--- src/hdl/core6809_pkg.sv ---
// 6809 core subset shared definitions
// Bus widths, condition code layout, opcode rows and ALU op codes,
// fetch states and the request structs passed between units
`default_nettype none

package core6809_pkg;

  typedef logic [15:0] addr_t;
  typedef logic [7:0]  byte_t;

  // ------------------------------------------------------------
  // Condition code register
  // ------------------------------------------------------------
  localparam logic [2:0] CC_E = 3'd7;  // Entire state stacked
  localparam logic [2:0] CC_F = 3'd6;  // FIRQ mask
  localparam logic [2:0] CC_H = 3'd5;  // Half carry
  localparam logic [2:0] CC_I = 3'd4;  // IRQ mask
  localparam logic [2:0] CC_N = 3'd3;  // Negative
  localparam logic [2:0] CC_Z = 3'd2;  // Zero
  localparam logic [2:0] CC_V = 3'd1;  // Overflow
  localparam logic [2:0] CC_C = 3'd0;  // Carry / borrow

  // Interrupts masked out of reset
  localparam byte_t CC_RESET     = 8'h50;
  localparam addr_t RESET_VECTOR = 16'hFFFE;

  // Whole-byte opcodes
  localparam byte_t OP_STA_EXT = 8'hB7;
  localparam byte_t OP_STB_EXT = 8'hF7;
  localparam byte_t OP_NOP     = 8'h12;

  // Opcode rows, upper nibble
  localparam logic [3:0] ROW_BRANCH = 4'h2;
  localparam logic [3:0] ROW_INH_A  = 4'h4;
  localparam logic [3:0] ROW_INH_B  = 4'h5;
  localparam logic [3:0] ROW_IMM_A  = 4'h8;
  localparam logic [3:0] ROW_IMM_B  = 4'hC;
  localparam logic [3:0] ROW_EXT_A  = 4'hB;
  localparam logic [3:0] ROW_EXT_B  = 4'hF;

  // Immediate row ops, lower nibble
  localparam logic [3:0] ALU_SUB = 4'h0;
  localparam logic [3:0] ALU_SBC = 4'h2;
  localparam logic [3:0] ALU_AND = 4'h4;
  localparam logic [3:0] ALU_LD  = 4'h6;
  localparam logic [3:0] ALU_EOR = 4'h8;
  localparam logic [3:0] ALU_ADC = 4'h9;
  localparam logic [3:0] ALU_OR  = 4'hA;
  localparam logic [3:0] ALU_ADD = 4'hB;

  // Inherent row ops, lower nibble
  localparam logic [3:0] INH_NEG = 4'h0;
  localparam logic [3:0] INH_COM = 4'h3;
  localparam logic [3:0] INH_LSR = 4'h4;
  localparam logic [3:0] INH_DEC = 4'hA;
  localparam logic [3:0] INH_INC = 4'hC;
  localparam logic [3:0] INH_TST = 4'hD;
  localparam logic [3:0] INH_CLR = 4'hF;

  // ------------------------------------------------------------
  // One-hot fetch states
  // ------------------------------------------------------------
  typedef enum logic [4:0] {
    ST_FETCH_WAIT   = 5'b0_0001,  // Reset vector in flight
    ST_FETCH_IR     = 5'b0_0010,  // Opcode byte
    ST_FETCH_PB_IMM = 5'b0_0100,  // Immediate, offset or address MSB
    ST_FETCH_B2     = 5'b0_1000,  // Address LSB
    ST_FETCH_B3     = 5'b1_0000   // Bus lent out for the store
  } fetch_state_t;

  // Opcode byte, split per decoder
  typedef struct packed {
    logic [3:0] row;
    logic [3:0] op;
  } alu_view_t;

  typedef struct packed {
    logic [3:0] cls;
    logic [3:0] cond;
  } branch_view_t;

  typedef union packed {
    alu_view_t    alu;
    branch_view_t branch;
  } opcode_u;

  typedef struct packed {
    logic    valid;
    opcode_u opcode;
    byte_t   operand;
  } exec_req_t;

  typedef struct packed {
    logic  valid;
    logic  use_b;
    addr_t ea;
  } store_req_t;

  typedef struct packed {
    logic h;
    logic n;
    logic z;
    logic v;
    logic c;
  } alu_flags_t;

endpackage

`default_nettype wire

--- src/hdl/alu8.sv ---
// 8-bit ALU in 6809 opcode encoding
// One shared adder covers add, subtract, negate, INC and DEC
// Flags not defined by an op keep their CC value
`default_nettype none

module alu8 import core6809_pkg::*; (
  input  wire byte_t    in_a,
  input  wire byte_t    in_b,
  input  wire opcode_u  opcode,
  input  wire byte_t    cc_in,
  output byte_t         result,
  output alu_flags_t    flags
);

  logic [3:0] op;
  logic       is_inh;
  byte_t      add_x;
  byte_t      add_y;
  logic       add_ci;
  logic [8:0] sum;
  logic       add_v;
  logic       half;
  byte_t      res;
  logic       h;
  logic       v;
  logic       c;

  assign op     = opcode.alu.op;
  assign is_inh = opcode.alu.row inside {ROW_INH_A, ROW_INH_B};

  // ------------------------------------------------------------
  // Adder operands, subtract as add of the complement
  // ------------------------------------------------------------
  always_comb begin
    add_x  = in_a;
    add_y  = in_b;
    add_ci = 1'b0;
    if (is_inh) begin
      case (op)
        INH_NEG: begin
          add_x  = 8'h00;
          add_y  = ~in_a;
          add_ci = 1'b1;
        end
        INH_DEC: add_y = 8'hFF;
        INH_INC: begin
          add_y  = 8'h00;
          add_ci = 1'b1;
        end
        default: ;
      endcase
    end else begin
      case (op)
        ALU_SUB: begin
          add_y  = ~in_b;
          add_ci = 1'b1;
        end
        ALU_SBC: begin
          add_y  = ~in_b;
          add_ci = ~cc_in[CC_C];
        end
        ALU_ADC: add_ci = cc_in[CC_C];
        default: ;
      endcase
    end
  end

  assign sum   = {1'b0, add_x} + {1'b0, add_y} + {8'h00, add_ci};
  // Same-sign inputs, result sign flipped
  assign add_v = (add_x[7] == add_y[7]) && (sum[7] != add_x[7]);
  assign half  = add_x[4] ^ add_y[4] ^ sum[4];

  always_comb begin
    res = sum[7:0];
    h   = cc_in[CC_H];
    v   = add_v;
    c   = cc_in[CC_C];
    if (is_inh) begin
      case (op)
        INH_NEG: c = ~sum[8];  // Borrow, set for any nonzero input
        INH_COM: begin
          res = ~in_a;
          v   = 1'b0;
          c   = 1'b1;
        end
        INH_LSR: begin
          res = {1'b0, in_a[7:1]};
          v   = cc_in[CC_V];
          c   = in_a[0];
        end
        INH_DEC, INH_INC: ;
        INH_TST: begin
          res = in_a;
          v   = 1'b0;
        end
        INH_CLR: begin
          res = 8'h00;
          v   = 1'b0;
          c   = 1'b0;
        end
        default: begin
          res = in_a;
          v   = cc_in[CC_V];
        end
      endcase
    end else begin
      case (op)
        ALU_SUB, ALU_SBC: c = ~sum[8];
        ALU_ADD, ALU_ADC: begin
          c = sum[8];
          h = half;
        end
        ALU_AND: begin
          res = in_a & in_b;
          v   = 1'b0;
        end
        ALU_OR: begin
          res = in_a | in_b;
          v   = 1'b0;
        end
        ALU_EOR: begin
          res = in_a ^ in_b;
          v   = 1'b0;
        end
        ALU_LD: begin
          res = in_b;
          v   = 1'b0;
        end
        default: begin
          res = in_a;
          v   = cc_in[CC_V];
        end
      endcase
    end
  end

  assign result = res;
  assign flags  = '{h: h, n: res[7], z: (res == 8'h00), v: v, c: c};

endmodule

`default_nettype wire

--- src/hdl/fetch_ctrl.sv ---
// Instruction fetch and branch control
// One-hot fetch FSM with IR, post-byte and byte-2 registers
// Owns the PC and resolves short branches against CC
`default_nettype none

module fetch_ctrl import core6809_pkg::*; (
  input  wire          clk,
  input  wire          reset_b,
  input  wire byte_t   din,
  input  wire          bus_busy,
  input  wire          vector_load,
  input  wire addr_t   vector,
  input  wire byte_t   cc,
  output addr_t        pc,
  output exec_req_t    exec_req,
  output store_req_t   store_req
);

  fetch_state_t state_q;
  fetch_state_t state_next;
  opcode_u      din_u;
  opcode_u      ir_q;
  byte_t        pb_q;
  byte_t        fetch2_q;
  addr_t        pc_q;
  addr_t        pc_inc;
  addr_t        pc_branch;
  logic         exec_valid_q;
  logic         fetch_en;
  logic         fc_alu_inh;
  logic         fc_two;
  logic         fc_store;
  logic         ir_alu_imm;
  logic         ir_store;
  logic         br_flag;
  logic         br_known;
  logic         br_taken;

  assign din_u    = din;
  // Bus is ours in every fetch state once the vector is in
  assign fetch_en = !bus_busy &&
                    (state_q inside {ST_FETCH_IR, ST_FETCH_PB_IMM, ST_FETCH_B2});

  // ------------------------------------------------------------
  // Classifier on the opcode byte still on the bus
  // ------------------------------------------------------------
  assign fc_alu_inh = din_u.alu.row inside {ROW_INH_A, ROW_INH_B};
  assign fc_two     = din_u.alu.row inside {ROW_BRANCH, ROW_IMM_A, ROW_IMM_B};
  assign fc_store   = (din == OP_STA_EXT) || (din == OP_STB_EXT);

  // Decode of the already captured opcode
  assign ir_alu_imm = ir_q.alu.row inside {ROW_IMM_A, ROW_IMM_B};
  assign ir_store   = ir_q.alu.row inside {ROW_EXT_A, ROW_EXT_B};

  always_comb begin
    state_next = state_q;
    unique case (state_q)
      ST_FETCH_WAIT:   if (vector_load) state_next = ST_FETCH_IR;
      ST_FETCH_IR:     if (fetch_en && (fc_two || fc_store)) state_next = ST_FETCH_PB_IMM;
      ST_FETCH_PB_IMM: state_next = ir_store ? ST_FETCH_B2 : ST_FETCH_IR;
      ST_FETCH_B2:     state_next = ST_FETCH_B3;
      ST_FETCH_B3:     state_next = ST_FETCH_IR;
      default:         state_next = ST_FETCH_WAIT;
    endcase
  end

  // ------------------------------------------------------------
  // Short branch decision, offset on din during PB fetch
  // ------------------------------------------------------------
  always_comb begin
    br_known = 1'b1;
    case (ir_q.branch.cond[3:1])
      3'd0:    br_flag = 1'b0;      // BRA / BRN
      3'd2:    br_flag = cc[CC_C];  // BCC / BCS
      3'd3:    br_flag = cc[CC_Z];  // BNE / BEQ
      3'd4:    br_flag = cc[CC_V];  // BVC / BVS
      3'd5:    br_flag = cc[CC_N];  // BPL / BMI
      default: begin
        br_flag  = 1'b0;
        br_known = 1'b0;
      end
    endcase
  end

  // Odd condition wants the flag set, even wants it clear
  assign br_taken  = (ir_q.branch.cls == ROW_BRANCH) && br_known &&
                     (br_flag ^ ~ir_q.branch.cond[0]);
  assign pc_inc    = pc_q + 16'd1;
  assign pc_branch = pc_inc + {{8{din[7]}}, din};

  always_ff @(posedge clk or negedge reset_b) begin
    if (!reset_b) begin
      state_q      <= ST_FETCH_WAIT;
      ir_q         <= OP_NOP;
      exec_valid_q <= 1'b0;
      pc_q         <= '0;
    end else begin
      state_q      <= state_next;
      // Execute follows the last byte of an ALU instruction
      exec_valid_q <= fetch_en &&
                      ((state_q == ST_FETCH_IR && fc_alu_inh) ||
                       (state_q == ST_FETCH_PB_IMM && ir_alu_imm));
      if (fetch_en && state_q == ST_FETCH_IR) begin
        ir_q <= din_u;
      end
      if (vector_load) begin
        pc_q <= vector;
      end else if (fetch_en) begin
        pc_q <= (state_q == ST_FETCH_PB_IMM && br_taken) ? pc_branch : pc_inc;
      end
    end
  end

  // Operand and address bytes
  always_ff @(posedge clk) begin
    if (fetch_en && state_q == ST_FETCH_PB_IMM) begin
      pb_q <= din;
    end
    if (fetch_en && state_q == ST_FETCH_B2) begin
      fetch2_q <= din;
    end
  end

  assign pc        = pc_q;
  assign exec_req  = '{valid: exec_valid_q, opcode: ir_q, operand: pb_q};
  // Big-endian effective address, write lands while in B3
  assign store_req = '{valid: state_q == ST_FETCH_B3,
                       use_b: ir_q.alu.row == ROW_EXT_B,
                       ea:    {pb_q, fetch2_q}};

  a_state_onehot: assert property (@(posedge clk) disable iff (!reset_b)
    $onehot(state_q));

  a_req_exclusive: assert property (@(posedge clk) disable iff (!reset_b)
    !(exec_req.valid && store_req.valid));

endmodule

`default_nettype wire

--- src/hdl/exec_unit.sv ---
// Execution unit
// Decodes ALU rows and ops, holds A, B and CC, feeds the ALU
// and supplies the register value for store cycles
`default_nettype none

module exec_unit import core6809_pkg::*; (
  input  wire             clk,
  input  wire             reset_b,
  input  wire exec_req_t  exec_req,
  input  wire             store_use_b,
  output byte_t           cc,
  output byte_t           store_data
);

  byte_t      a_q;
  byte_t      b_q;
  byte_t      cc_q;
  byte_t      cc_next;
  byte_t      alu_in_a;
  byte_t      alu_in_b;
  byte_t      alu_result;
  alu_flags_t alu_flags;
  logic [3:0] op;
  logic       row_ok;
  logic       is_imm;
  logic       use_b;
  logic       op_known;
  logic       alu_hot;
  logic       dest_a;
  logic       dest_b;

  // ------------------------------------------------------------
  // Row and op decode, alu view of the opcode
  // ------------------------------------------------------------
  assign op     = exec_req.opcode.alu.op;
  assign row_ok = exec_req.opcode.alu.row inside {ROW_INH_A, ROW_INH_B, ROW_IMM_A, ROW_IMM_B};
  assign is_imm = exec_req.opcode.alu.row inside {ROW_IMM_A, ROW_IMM_B};
  assign use_b  = exec_req.opcode.alu.row inside {ROW_INH_B, ROW_IMM_B};

  always_comb begin
    op_known = 1'b0;
    if (is_imm) begin
      case (op)
        ALU_SUB, ALU_SBC, ALU_AND, ALU_LD,
        ALU_EOR, ALU_ADC, ALU_OR, ALU_ADD: op_known = 1'b1;
        default:                           op_known = 1'b0;
      endcase
    end else begin
      case (op)
        INH_NEG, INH_COM, INH_LSR, INH_DEC,
        INH_INC, INH_TST, INH_CLR:         op_known = 1'b1;
        default:                           op_known = 1'b0;
      endcase
    end
  end

  assign alu_hot = exec_req.valid && row_ok && op_known;
  // TST only touches the flags
  assign dest_a  = alu_hot && !use_b && !(!is_imm && op == INH_TST);
  assign dest_b  = alu_hot &&  use_b && !(!is_imm && op == INH_TST);

  // Accumulator on the left, immediate on the right
  assign alu_in_a = use_b ? b_q : a_q;
  assign alu_in_b = is_imm ? exec_req.operand : 8'h00;

  alu8 u_alu8 (
    .in_a   (alu_in_a),
    .in_b   (alu_in_b),
    .opcode (exec_req.opcode),
    .cc_in  (cc_q),
    .result (alu_result),
    .flags  (alu_flags)
  );

  // E, F and I are left alone
  always_comb begin
    cc_next = cc_q;
    if (alu_hot) begin
      cc_next[CC_H] = alu_flags.h;
      cc_next[CC_N] = alu_flags.n;
      cc_next[CC_Z] = alu_flags.z;
      cc_next[CC_V] = alu_flags.v;
      cc_next[CC_C] = alu_flags.c;
    end
  end

  always_ff @(posedge clk or negedge reset_b) begin
    if (!reset_b) begin
      a_q  <= 8'h00;
      b_q  <= 8'h00;
      cc_q <= CC_RESET;
    end else begin
      cc_q <= cc_next;
      if (dest_a) a_q <= alu_result;
      if (dest_b) b_q <= alu_result;
    end
  end

  assign cc         = cc_q;
  assign store_data = store_use_b ? b_q : a_q;

  // At most one accumulator changes per cycle
  a_single_dest: assert property (@(posedge clk) disable iff (!reset_b)
    !((a_q != $past(a_q)) && (b_q != $past(b_q))));

endmodule

`default_nettype wire

--- src/hdl/bus_unit.sv ---
// Load/store unit
// Fetches the reset vector, stages its MSB and drives store cycles;
// hands the address bus to the PC whenever it is idle
`default_nettype none

module bus_unit import core6809_pkg::*; (
  input  wire              clk,
  input  wire              reset_b,
  input  wire store_req_t  store_req,
  input  wire byte_t       store_data,
  input  wire addr_t       pc,
  input  wire byte_t       din,
  output addr_t            addr,
  output logic             data_rw_n,
  output byte_t            data_out,
  output logic             bus_busy,
  output logic             vector_load,
  output addr_t            vector
);

  typedef enum logic [1:0] {
    LSU_VEC_MSB,
    LSU_VEC_LSB,
    LSU_IDLE,
    LSU_WRITE
  } lsu_state_t;

  lsu_state_t lsu_q;
  lsu_state_t lsu_state;
  byte_t      vec_msb_q;

  // Store request arrives in the cycle it must be written
  assign lsu_state = (lsu_q == LSU_IDLE && store_req.valid) ? LSU_WRITE : lsu_q;

  always_ff @(posedge clk or negedge reset_b) begin
    if (!reset_b) begin
      lsu_q <= LSU_VEC_MSB;
    end else begin
      lsu_q <= (lsu_q == LSU_VEC_MSB) ? LSU_VEC_LSB : LSU_IDLE;
    end
  end

  // Vector high byte, big-endian
  always_ff @(posedge clk) begin
    if (lsu_q == LSU_VEC_MSB) vec_msb_q <= din;
  end

  // ------------------------------------------------------------
  // Address mux
  // ------------------------------------------------------------
  always_comb begin
    case (lsu_state)
      LSU_VEC_MSB: addr = RESET_VECTOR;
      LSU_VEC_LSB: addr = RESET_VECTOR + 16'd1;
      LSU_WRITE:   addr = store_req.ea;
      default:     addr = pc;
    endcase
  end

  assign data_rw_n   = (lsu_state != LSU_WRITE);
  assign data_out    = store_data;
  assign bus_busy    = (lsu_state != LSU_IDLE);
  assign vector_load = (lsu_q == LSU_VEC_LSB);
  assign vector      = {vec_msb_q, din};

  a_write_one_cycle: assert property (@(posedge clk) disable iff (!reset_b)
    !data_rw_n |-> (lsu_q == LSU_IDLE) ##1 data_rw_n);

endmodule

`default_nettype wire

--- src/hdl/core6809.sv ---
// 6809 compatible CPU core, reduced subset
// Big-endian, one bus cycle per clock, combinational read data
// Connects the fetch controller, execution unit and bus unit
`default_nettype none

module core6809 import core6809_pkg::*; (
  input  wire          clk,
  input  wire          reset_b,
  output addr_t        addr,
  output logic         data_rw_n,
  input  wire byte_t   din,
  output byte_t        data_out
);

  // Fetch to execute and fetch to bus requests
  exec_req_t  exec_req;
  store_req_t store_req;

  // Feedback into fetch
  byte_t cc;
  addr_t pc;
  logic  bus_busy;
  logic  vector_load;
  addr_t vector;

  // Register picked for the store cycle
  byte_t store_data;

  // ------------------------------------------------------------
  // Instruction fetch, PC and branches
  // ------------------------------------------------------------
  fetch_ctrl u_fetch_ctrl (
    .clk         (clk),
    .reset_b     (reset_b),
    .din         (din),
    .bus_busy    (bus_busy),
    .vector_load (vector_load),
    .vector      (vector),
    .cc          (cc),
    .pc          (pc),
    .exec_req    (exec_req),
    .store_req   (store_req)
  );

  // Accumulators, CC and the ALU
  exec_unit u_exec_unit (
    .clk         (clk),
    .reset_b     (reset_b),
    .exec_req    (exec_req),
    .store_use_b (store_req.use_b),
    .cc          (cc),
    .store_data  (store_data)
  );

  // Owner of the external bus
  bus_unit u_bus_unit (
    .clk         (clk),
    .reset_b     (reset_b),
    .store_req   (store_req),
    .store_data  (store_data),
    .pc          (pc),
    .din         (din),
    .addr        (addr),
    .data_rw_n   (data_rw_n),
    .data_out    (data_out),
    .bus_busy    (bus_busy),
    .vector_load (vector_load),
    .vector      (vector)
  );

endmodule

`default_nettype wire

--- config.mk ---
export PLATFORM = sky130hd
export DESIGN_NAME = core6809
export DESIGN_NICKNAME = d
export VERILOG_FILES = /design/src/hdl/core6809_pkg.sv /design/src/hdl/alu8.sv /design/src/hdl/fetch_ctrl.sv /design/src/hdl/exec_unit.sv /design/src/hdl/bus_unit.sv /design/src/hdl/core6809.sv
export SDC_FILE = /design/constraint.sdc
export NUM_CORES = 1
export LEC_CHECK = 0
export ABC_AREA = 1
export BUFFER_PORTS_ARGS = -buffer_cell sky130_fd_sc_hd__buf_2
export CORE_UTILIZATION = 40
export CTS_CLUSTER_DIAMETER = 150
export CTS_CLUSTER_SIZE = 14
export DETAILED_ROUTE_END_ITERATION = 6
export PLACE_DENSITY = 0.68
export SETUP_SLACK_MARGIN = 0.1
export SLEW_MARGIN = 40
export SYNTH_ARGS = -nofsm -noshare
export SYNTH_HDL_FRONTEND = slang
export SYNTH_SLANG_ARGS = --single-unit
--- constraint.sdc ---
create_clock -name clk -period 3.2 [get_ports clk]
set_clock_uncertainty 0.15 [all_clocks]
set_input_delay 0.64 -clock clk [delete_from_list [all_inputs] [get_ports clk]]
set_output_delay 0.64 -clock clk [all_outputs]
set_load 0.02 [all_outputs]
-- After elaboration in Yosys (flattened, before gate mapping)
Memories as Yosys holds them, arrays and structs flattened.
Cells that the tools add are included.
- register bits: 76
- ROM bits: 16
- bits of input ports: 10
- output and inout port bits: 25
- word-level logic and storage cells: 162
- memories kept: 1
- $add $sub $neg: 4
- eq/ne operators: 46
- multiplexer cells: 34
- bitwise logic cells: 9
- reductions and logical operators: 55
- memory list (name ; words ; bits a word ; read ports ; clocked after Yosys merged registers in ; write ports ; RTL line ; RTL):
    (no name shown) ; 16 ; 1 ; 1 ; 0 ; 0 ; exec_unit.sv:43 ; case (op)
- operators with widths (cell ; count):
    8-bit two-way mux ; 8
    4-bit equality test, second input constant ; 13
    16-bit two-way mux ; 3
    16-bit one-hot mux with 3 select lines ; 1
    8-bit one-hot mux with 5 select lines ; 1
    8-bit one-hot mux with 4 select lines ; 1
    5-bit one-hot mux with 5 select lines ; 1
    4-bit by 3-bit equality test with 1-bit output, second input constant ; 6
    8-bit one-hot mux with 3 select lines ; 1
    1-bit logical AND ; 20
    16-bit by 1-bit adder with 16-bit output, second input constant ; 1
    16-bit adder ; 1
    4-bit by 2-bit equality test with 1-bit output, second input constant ; 4
    8-bit equality test, second input constant ; 2
    8-bit NOT ; 2
    2-bit nonzero test ; 6
    3-bit nonzero test ; 4
    5-bit two-way mux ; 2
    8-bit by 8-bit adder with 9-bit output ; 1
    9-bit by 1-bit adder with 9-bit output ; 1
    8-bit bitwise AND ; 1
    8-bit zero test ; 1
    8-bit bitwise OR ; 1
    1-bit one-hot mux with 4 select lines ; 2
    other kinds (36) ; 64

-- Depth between registers and ports, before layout
- depth after elaboration: 12
- mapped depth: 26

-- Modules after synthesis
A second synthesis with hierarchy kept.
- cell total of the unflattened synthesis: 1210
- area total of the unflattened synthesis: 7800.0 um2
- by module, submodules not included (module ; instances ; cells each ; area each (um2)):
    fetch_ctrl ; 1 ; 495 ; 3532.1
    alu8 ; 1 ; 382 ; 1968.1
    exec_unit ; 1 ; 198 ; 1386.3
    bus_unit ; 1 ; 135 ; 913.4

-- Least setup slack after synthesis
OpenSTA, ideal clock, no wires.
- path type: reg-to-reg
- start point: register u_fetch_ctrl.ir_q[4] in the netlist's numbering
- end point: register u_exec_unit.cc_q[2], in the netlist u_exec_unit.cc[2]
- library setup time: 66 ps
- arrival: 3129 ps
- required time: 2984 ps
- slack: -144 ps
- stages on the path, launching flop included: 25
- buffers on the path: 1
- cell sequence: dfstp_2 > inv_1 > nor2_1 > nand2_1 > nand2_2 > buf_6 > nand2_1 > nand2_1 > nand2_1 > a221oi_1 > fa_1 > inv_1 > fa_1 > nand3b_1 > nand2_1 > nand2_1 > nand3_1 > nand2_1 > nor2_1 > nor2_1 > nor2_1 > nand2_1 > nor2_1 > nand3_1 > nand2_1
- word-level cells in the longest chain between the ends: 11
- elaborated cells between the ends (all ways): 30
- those cells by class: add/sub: 2; eq/ne: 4; mux: 12; bitwise: 5; reduce/logical: 7
- ends and longest elaborated chain (item ; RTL line ; RTL):
    start: declaration ; fetch_ctrl.sv:22 ; opcode_u ir_q;
    start signal: assignment ; fetch_ctrl.sv:104 ; ir_q <= din_u;
    4-bit by 3-bit equality test with 1-bit output, or another cell as far along ; alu8.sv:29, exec_unit.sv:36, exec_unit.sv:38 ;
    2-bit nonzero test (on tied branches) ; exec_unit.sv:38, exec_unit.sv:37 ;
    8-bit two-way mux (on tied branches) ; exec_unit.sv:63, exec_unit.sv:64 ;
    8-bit NOT (on tied branches) ; -- ;
    8-bit one-hot mux with 3 select lines or 8-bit two-way mux (tied branches) ; -- ;
    8-bit two-way mux ; alu8.sv:38 ; if (is_inh) begin
    8-bit by 8-bit adder with 9-bit output ; alu8.sv:68 ; assign sum = {1'b0, add_x} + {1'b0, add_y} + {8'h00, add_ci};
    9-bit by 1-bit adder with 9-bit output ; alu8.sv:68 ;
    8-bit one-hot mux with 5 select lines or 8-bit one-hot mux with 4 select lines (tied branches) ; alu8.sv:107, alu8.sv:79 ;
    8-bit two-way mux ; alu8.sv:78 ; if (is_inh) begin
    8-bit zero test ; alu8.sv:138 ; assign flags = '{h: h, n: res[7], z: (res == 8'h00), v: v, c: c};
    end signal: assignment ; exec_unit.sv:93 ; cc_q <= cc_next;
    end: declaration ; exec_unit.sv:17 ; byte_t cc_q;
Several ways; a longest one is shown, not always the timed one.
A chain may end at the register's enable or synchronous reset.

-- Worst setup path after layout
Same ends and word-level chain as after synthesis.

==> flow_results.xml <==
<?xml version="1.0" encoding="UTF-8"?>
<metrics>
  <group name="status">
    <metric name="outcome" unit="">finished with violations</metric>
    <metric name="violated_checks" unit="">setup timing</metric>
  </group>
  <group name="synthesis">
    <metric name="synth_fp_nets" unit="">1037</metric>
    <metric name="netlist_area" unit="µm²">6650</metric>
    <metric name="yosysSeqAreaShare" unit="%">30.5</metric>
    <metric name="fraction_of_synthesis_flops_using_an_asynchronous_set_or_reset_pin" unit="%">68.4</metric>
    <metric name="number_of_flip_flops_and_latches_in_the_synthesized_netlist" unit="">76</metric>
    <metric name="postSynth.topFlopCell" unit="">dfrtp_1</metric>
    <metric name="synth_enable_flop_cells" unit="">24</metric>
    <metric name="synth_cell_types" unit="">53</metric>
    <metric name="synth_warnings" unit="">0</metric>
    <metric name="synthesis.area_per_instance" unit="µm²">6.75</metric>
    <metric name="syn_inst" unit="">985</metric>
  </group>
  <group name="pwr">
    <metric name="total_switching_power" unit="W">0.00357</metric>
    <metric name="power.share.combinational" unit="%">67.4</metric>
    <metric name="flop_pwr_share" unit="%">18.5</metric>
    <metric name="clkPwrFrac" unit="%">14.1</metric>
    <metric name="report.power.total" unit="W">0.00737</metric>
    <metric name="power.density" unit="nW/µm²">879</metric>
    <metric name="leakagePower" unit="nW">4.29</metric>
    <metric name="vdd_drop_max" unit="V">0.000496</metric>
    <metric name="intPower" unit="W">0.00380</metric>
    <metric name="sw_frac_of_total" unit="%">48.5</metric>
  </group>
  <group name="detailed_routing">
    <metric name="detail_route.wirelength" unit="µm">20200</metric>
    <metric name="via_per_inst" unit="">5.28</metric>
    <metric name="drcViolationCount" unit="">0</metric>
    <metric name="drt_first_pass_iters" unit="">5</metric>
    <metric name="first_iter_violations" unit="">504</metric>
    <metric name="detail-route-antenna-nets" unit="">0</metric>
    <metric name="total_number_of_vias" unit="">6983</metric>
    <metric name="routed_wire_length_per_instance" unit="µm">15.3</metric>
  </group>
  <group name="die">
    <metric name="dieArea" unit="µm²">17100</metric>
    <metric name="core_region_area" unit="µm²">16100</metric>
    <metric name="rows" unit="">46</metric>
    <metric name="boundaryPins" unit="">35</metric>
    <metric name="fp.dieH" unit="µm">131</metric>
    <metric name="die_width" unit="µm">131</metric>
    <metric name="start_util" unit="%">41.4</metric>
  </group>
  <group name="worst_setup_path">
    <metric name="timing.reg2reg.worst_path_depth" unit="">22</metric>
    <metric name="critical_path_depth" unit="">22</metric>
    <metric name="timing.critical_path.fanout_max" unit="">5</metric>
    <metric name="worst-path-buf-inv" unit="">3</metric>
    <metric name="slowest_delay" unit="ps">550</metric>
    <metric name="cpLargestDelayFamily" unit="">simple AND/OR/NAND/NOR gates</metric>
    <metric name="crit_path_start_kind" unit="">flip-flop</metric>
    <metric name="crit_slowest_cell" unit="">dfstp_2</metric>
    <metric name="critical_path_class" unit="">flip-flop to flip-flop</metric>
    <metric name="worstSetupEndpointType" unit="">flip-flop</metric>
    <metric name="worst_ep_arrival_time" unit="ps">3480</metric>
    <metric name="cp.required" unit="ps">3340</metric>
    <metric name="crit_path_cell_trace" unit="">nor2_2 &gt; nand2_2 &gt; nand2_4 &gt; buf_4 &gt; buf_6 &gt; nand2_2 &gt; nand2_2 &gt; inv_2 &gt; nand2_1 &gt; a221oi_2 &gt; ha_4 &gt; a21oi_2 &gt; nand3b_1 &gt; nand3_2 &gt; nand2_1 &gt; nor2_1 &gt; nor2_1 &gt; nor2_1 &gt; nand2_1 &gt; nor2_1 &gt; nand3_1 &gt; nand2_1</metric>
  </group>
  <group name="placement">
    <metric name="gpl.final_weighted_congestion" unit="">0.937</metric>
    <metric name="detailedPlacementHpwl" unit="µm">15400</metric>
    <metric name="port-buffer-count" unit="">34</metric>
    <metric name="numPlacedInstances" unit="">1289</metric>
  </group>
  <group name="clock_network">
    <metric name="cts_inserted_buffers" unit="">9</metric>
    <metric name="cts_buffer_depth" unit="">2</metric>
    <metric name="htreeDepth" unit="">3</metric>
    <metric name="worst_setup_hold_path_clk_slew" unit="ps">60</metric>
    <metric name="clock_sinks" unit="">76</metric>
    <metric name="cts_root_buf" unit="">clkbuf_16</metric>
    <metric name="tritoncts_clock_tree" unit="">built</metric>
    <metric name="clock_insertion_delay_worst_skew" unit="ps">350</metric>
  </group>
  <group name="cells_and_area">
    <metric name="final_nets" unit="">1154</metric>
    <metric name="area_delta_synth_final" unit="%">26.0</metric>
    <metric name="finish.cell_count_without_fillers" unit="">1323</metric>
    <metric name="mostFrequentLayoutCell" unit="">nand2_1</metric>
    <metric name="antenna-diode-count" unit="">0</metric>
    <metric name="fraction_of_final_layout_cells_sized_beyond_drive_strength_1" unit="%">25.8</metric>
    <metric name="most-common-layout-cells" unit="">nand2_1 (237), inv_1 (119), nor2_1 (92), buf_4 (92), nand3_1 (65)</metric>
  </group>
  <group name="sta">
    <metric name="timing_max_transition_violations_final" unit="">0</metric>
    <metric name="final_min_period_over_clock_period" unit="%">104</metric>
    <metric name="timing.final.setup_violations" unit="">3</metric>
    <metric name="timing_limited_maximum_frequency" unit="MHz">299</metric>
    <metric name="layout_min_cycle_time" unit="ps">3340</metric>
    <metric name="setup_repair_after_global_routing_missed_its_margin" unit="">true</metric>
    <metric name="timing.final.hold_violations" unit="">0</metric>
    <metric name="timing.slew.headroom" unit="%">52.4</metric>
    <metric name="max_slew.worst_pin.slew" unit="ps">714</metric>
    <metric name="setup_slack" unit="ps">-139</metric>
    <metric name="hold_slack" unit="ps">282</metric>
  </group>
  <group name="hold_path">
    <metric name="worst_hold_path_type" unit="">input pin to async pin</metric>
  </group>
  <group name="global_route">
    <metric name="grt_antenna_before_repair" unit="">0</metric>
    <metric name="grt_max_degree" unit="">53</metric>
    <metric name="globalRouteOverflowTotal" unit="">0</metric>
    <metric name="grt_pass1_vias" unit="">6492</metric>
    <metric name="grt.total_usage" unit="%">24.6</metric>
    <metric name="grt_pass1_wl" unit="µm">32200</metric>
  </group>
  <group name="run">
    <metric name="max-cap-violations" unit="">0</metric>
  </group>
</metrics>
-- Yosys cell counts, types with 3 or more instances --
| library cell | n | share of area [%] |
|---|---|---|
| a31oi_1 | 5 | 0.47 |
| ha_1 | 39 | 7.3 |
| nand3b_1 | 4 | 0.45 |
| a21o_1 | 6 | 0.68 |
| a21oi_1 | 45 | 3.4 |
| o211ai_1 | 4 | 0.45 |
| o21bai_1 | 6 | 0.68 |
| edfxtp_1 | 24 | 11 |
| inv_2 | 13 | 0.73 |
| o22ai_1 | 19 | 1.8 |
| nor2_2 | 7 | 0.66 |
| nor3_1 | 10 | 0.75 |
| nand2_1 | 268 | 15 |
| buf_2 | 7 | 0.53 |
| o21ai_0 | 56 | 4.2 |
| nor2_1 | 108 | 6.1 |
| inv_1 | 129 | 7.3 |
| o21ai_1 | 22 | 1.7 |
| buf_6 | 5 | 0.85 |
| dfstp_2 | 3 | 1.2 |
| dfrtp_1 | 49 | 18 |
| xor2_1 | 15 | 2.0 |
| nand3_1 | 71 | 5.3 |
| xnor2_1 | 4 | 0.53 |
| a221oi_1 | 6 | 0.79 |
| fa_1 | 3 | 0.90 |
| nand2_2 | 7 | 0.66 |
| buf_4 | 4 | 0.45 |
| nand4_1 | 9 | 0.85 |
| clkbuf_1 | 6 | 0.34 |
-- layout make-up --
class	count	area, µm²
Clock inverter	6	71.3
Timing Repair Buffer	129	895
Clock buffer	10	229
Fill cell	1540	7680
Tap cell	216	270
Multi-Input combinational cell	743	4350
Sequential cell	76	2030
Inverter	143	539
-- final timing paths --
| kind | start | to | slack, ps |
|---|---|---|---|
| min reg2reg | u_bus_unit.vec_msb_q[1] | u_fetch_ctrl.pc[9] | 350 |
| max reg2reg | u_fetch_ctrl.ir_q[4] | u_exec_unit.cc[2] | -140 |
| max | u_fetch_ctrl.ir_q[4] | u_exec_unit.cc[2] | -140 |
| max in group asynchronous | reset_b | u_fetch_ctrl.pc[2] | 2110 |
| min | reset_b | u_fetch_ctrl.ir_q[5] | 280 |
| min in group clk | u_bus_unit.vec_msb_q[1] | u_fetch_ctrl.pc[9] | 350 |
-- logic make-up after synthesis --
group                      share of synthesized area, %
AOI/OAI and AO/OA                                  16.0
xor gates and xnor gates                           2.50
adders and majority gates                          8.24
buffers and inverters                              10.3
DFF                                                30.5
and+or+nand+nor                                    32.5
-- sequential cells by signal, indices dropped and copies added (netlist names) --
| signal | cells |
|---|---|
| u_bus_unit.lsu_q | 2 |
| u_bus_unit.vec_msb_q | 8 |
| u_exec_unit.a_q | 8 |
| u_exec_unit.b_q | 8 |
| u_exec_unit.cc | 4 |
| u_fetch_ctrl.exec_valid_q | 1 |
| u_fetch_ctrl.fetch2_q | 8 |
| u_fetch_ctrl.ir_q | 8 |
| u_fetch_ctrl.pb_q | 8 |
| u_fetch_ctrl.pc | 16 |
| u_fetch_ctrl.state_q | 5 |
-- metal layers --
layer | track usage (%) | part of all wire, % | up-vias
met1 | 33.7 | 45 | 3270
met5 | 0 | 0 | -
li1 | - | - | 3473
met2 | 39.2 | 46 | 203
met4 | 7.78 | 2.2 | 0
met3 | 4.68 | 6.4 | 37
-- power by group through the flow --
stage,Combinational [W],Sequential [W],Clock [W]
finish,0.00497,0.00136,0.00104
CTS,0.00450,0.00134,0.00105
global placement,0.00432,0.00135,0
detailed placement,0.00436,0.00136,0
global route,0.00550,0.00138,0.00109
floorplan,0.00295,0.00132,0
-- repair_timing --
item                       4_1_cts  5_1_grt
pin swaps                       18       41
hold buffers                     0        0
gates resized for setup         30       78
setup endpoints to repair       20       33
setup buffers                    5       13
-- stage by stage --
step	TNS (ps)	area (µm²)	utilization [%]	setup slack (ps)
6_report	-182	8380	52.2	-139
2_1_floorplan	0	6700	-	51.6
3_5_place_dp	-400	7570	47.1	-148
3_3_place_gp	-144	7570	47.1	-65.2
4_1_cts	-124	7980	49.7	-96.1
5_1_grt	-2410	8380	52.2	-357
Power figures use the tool's default switching activity.
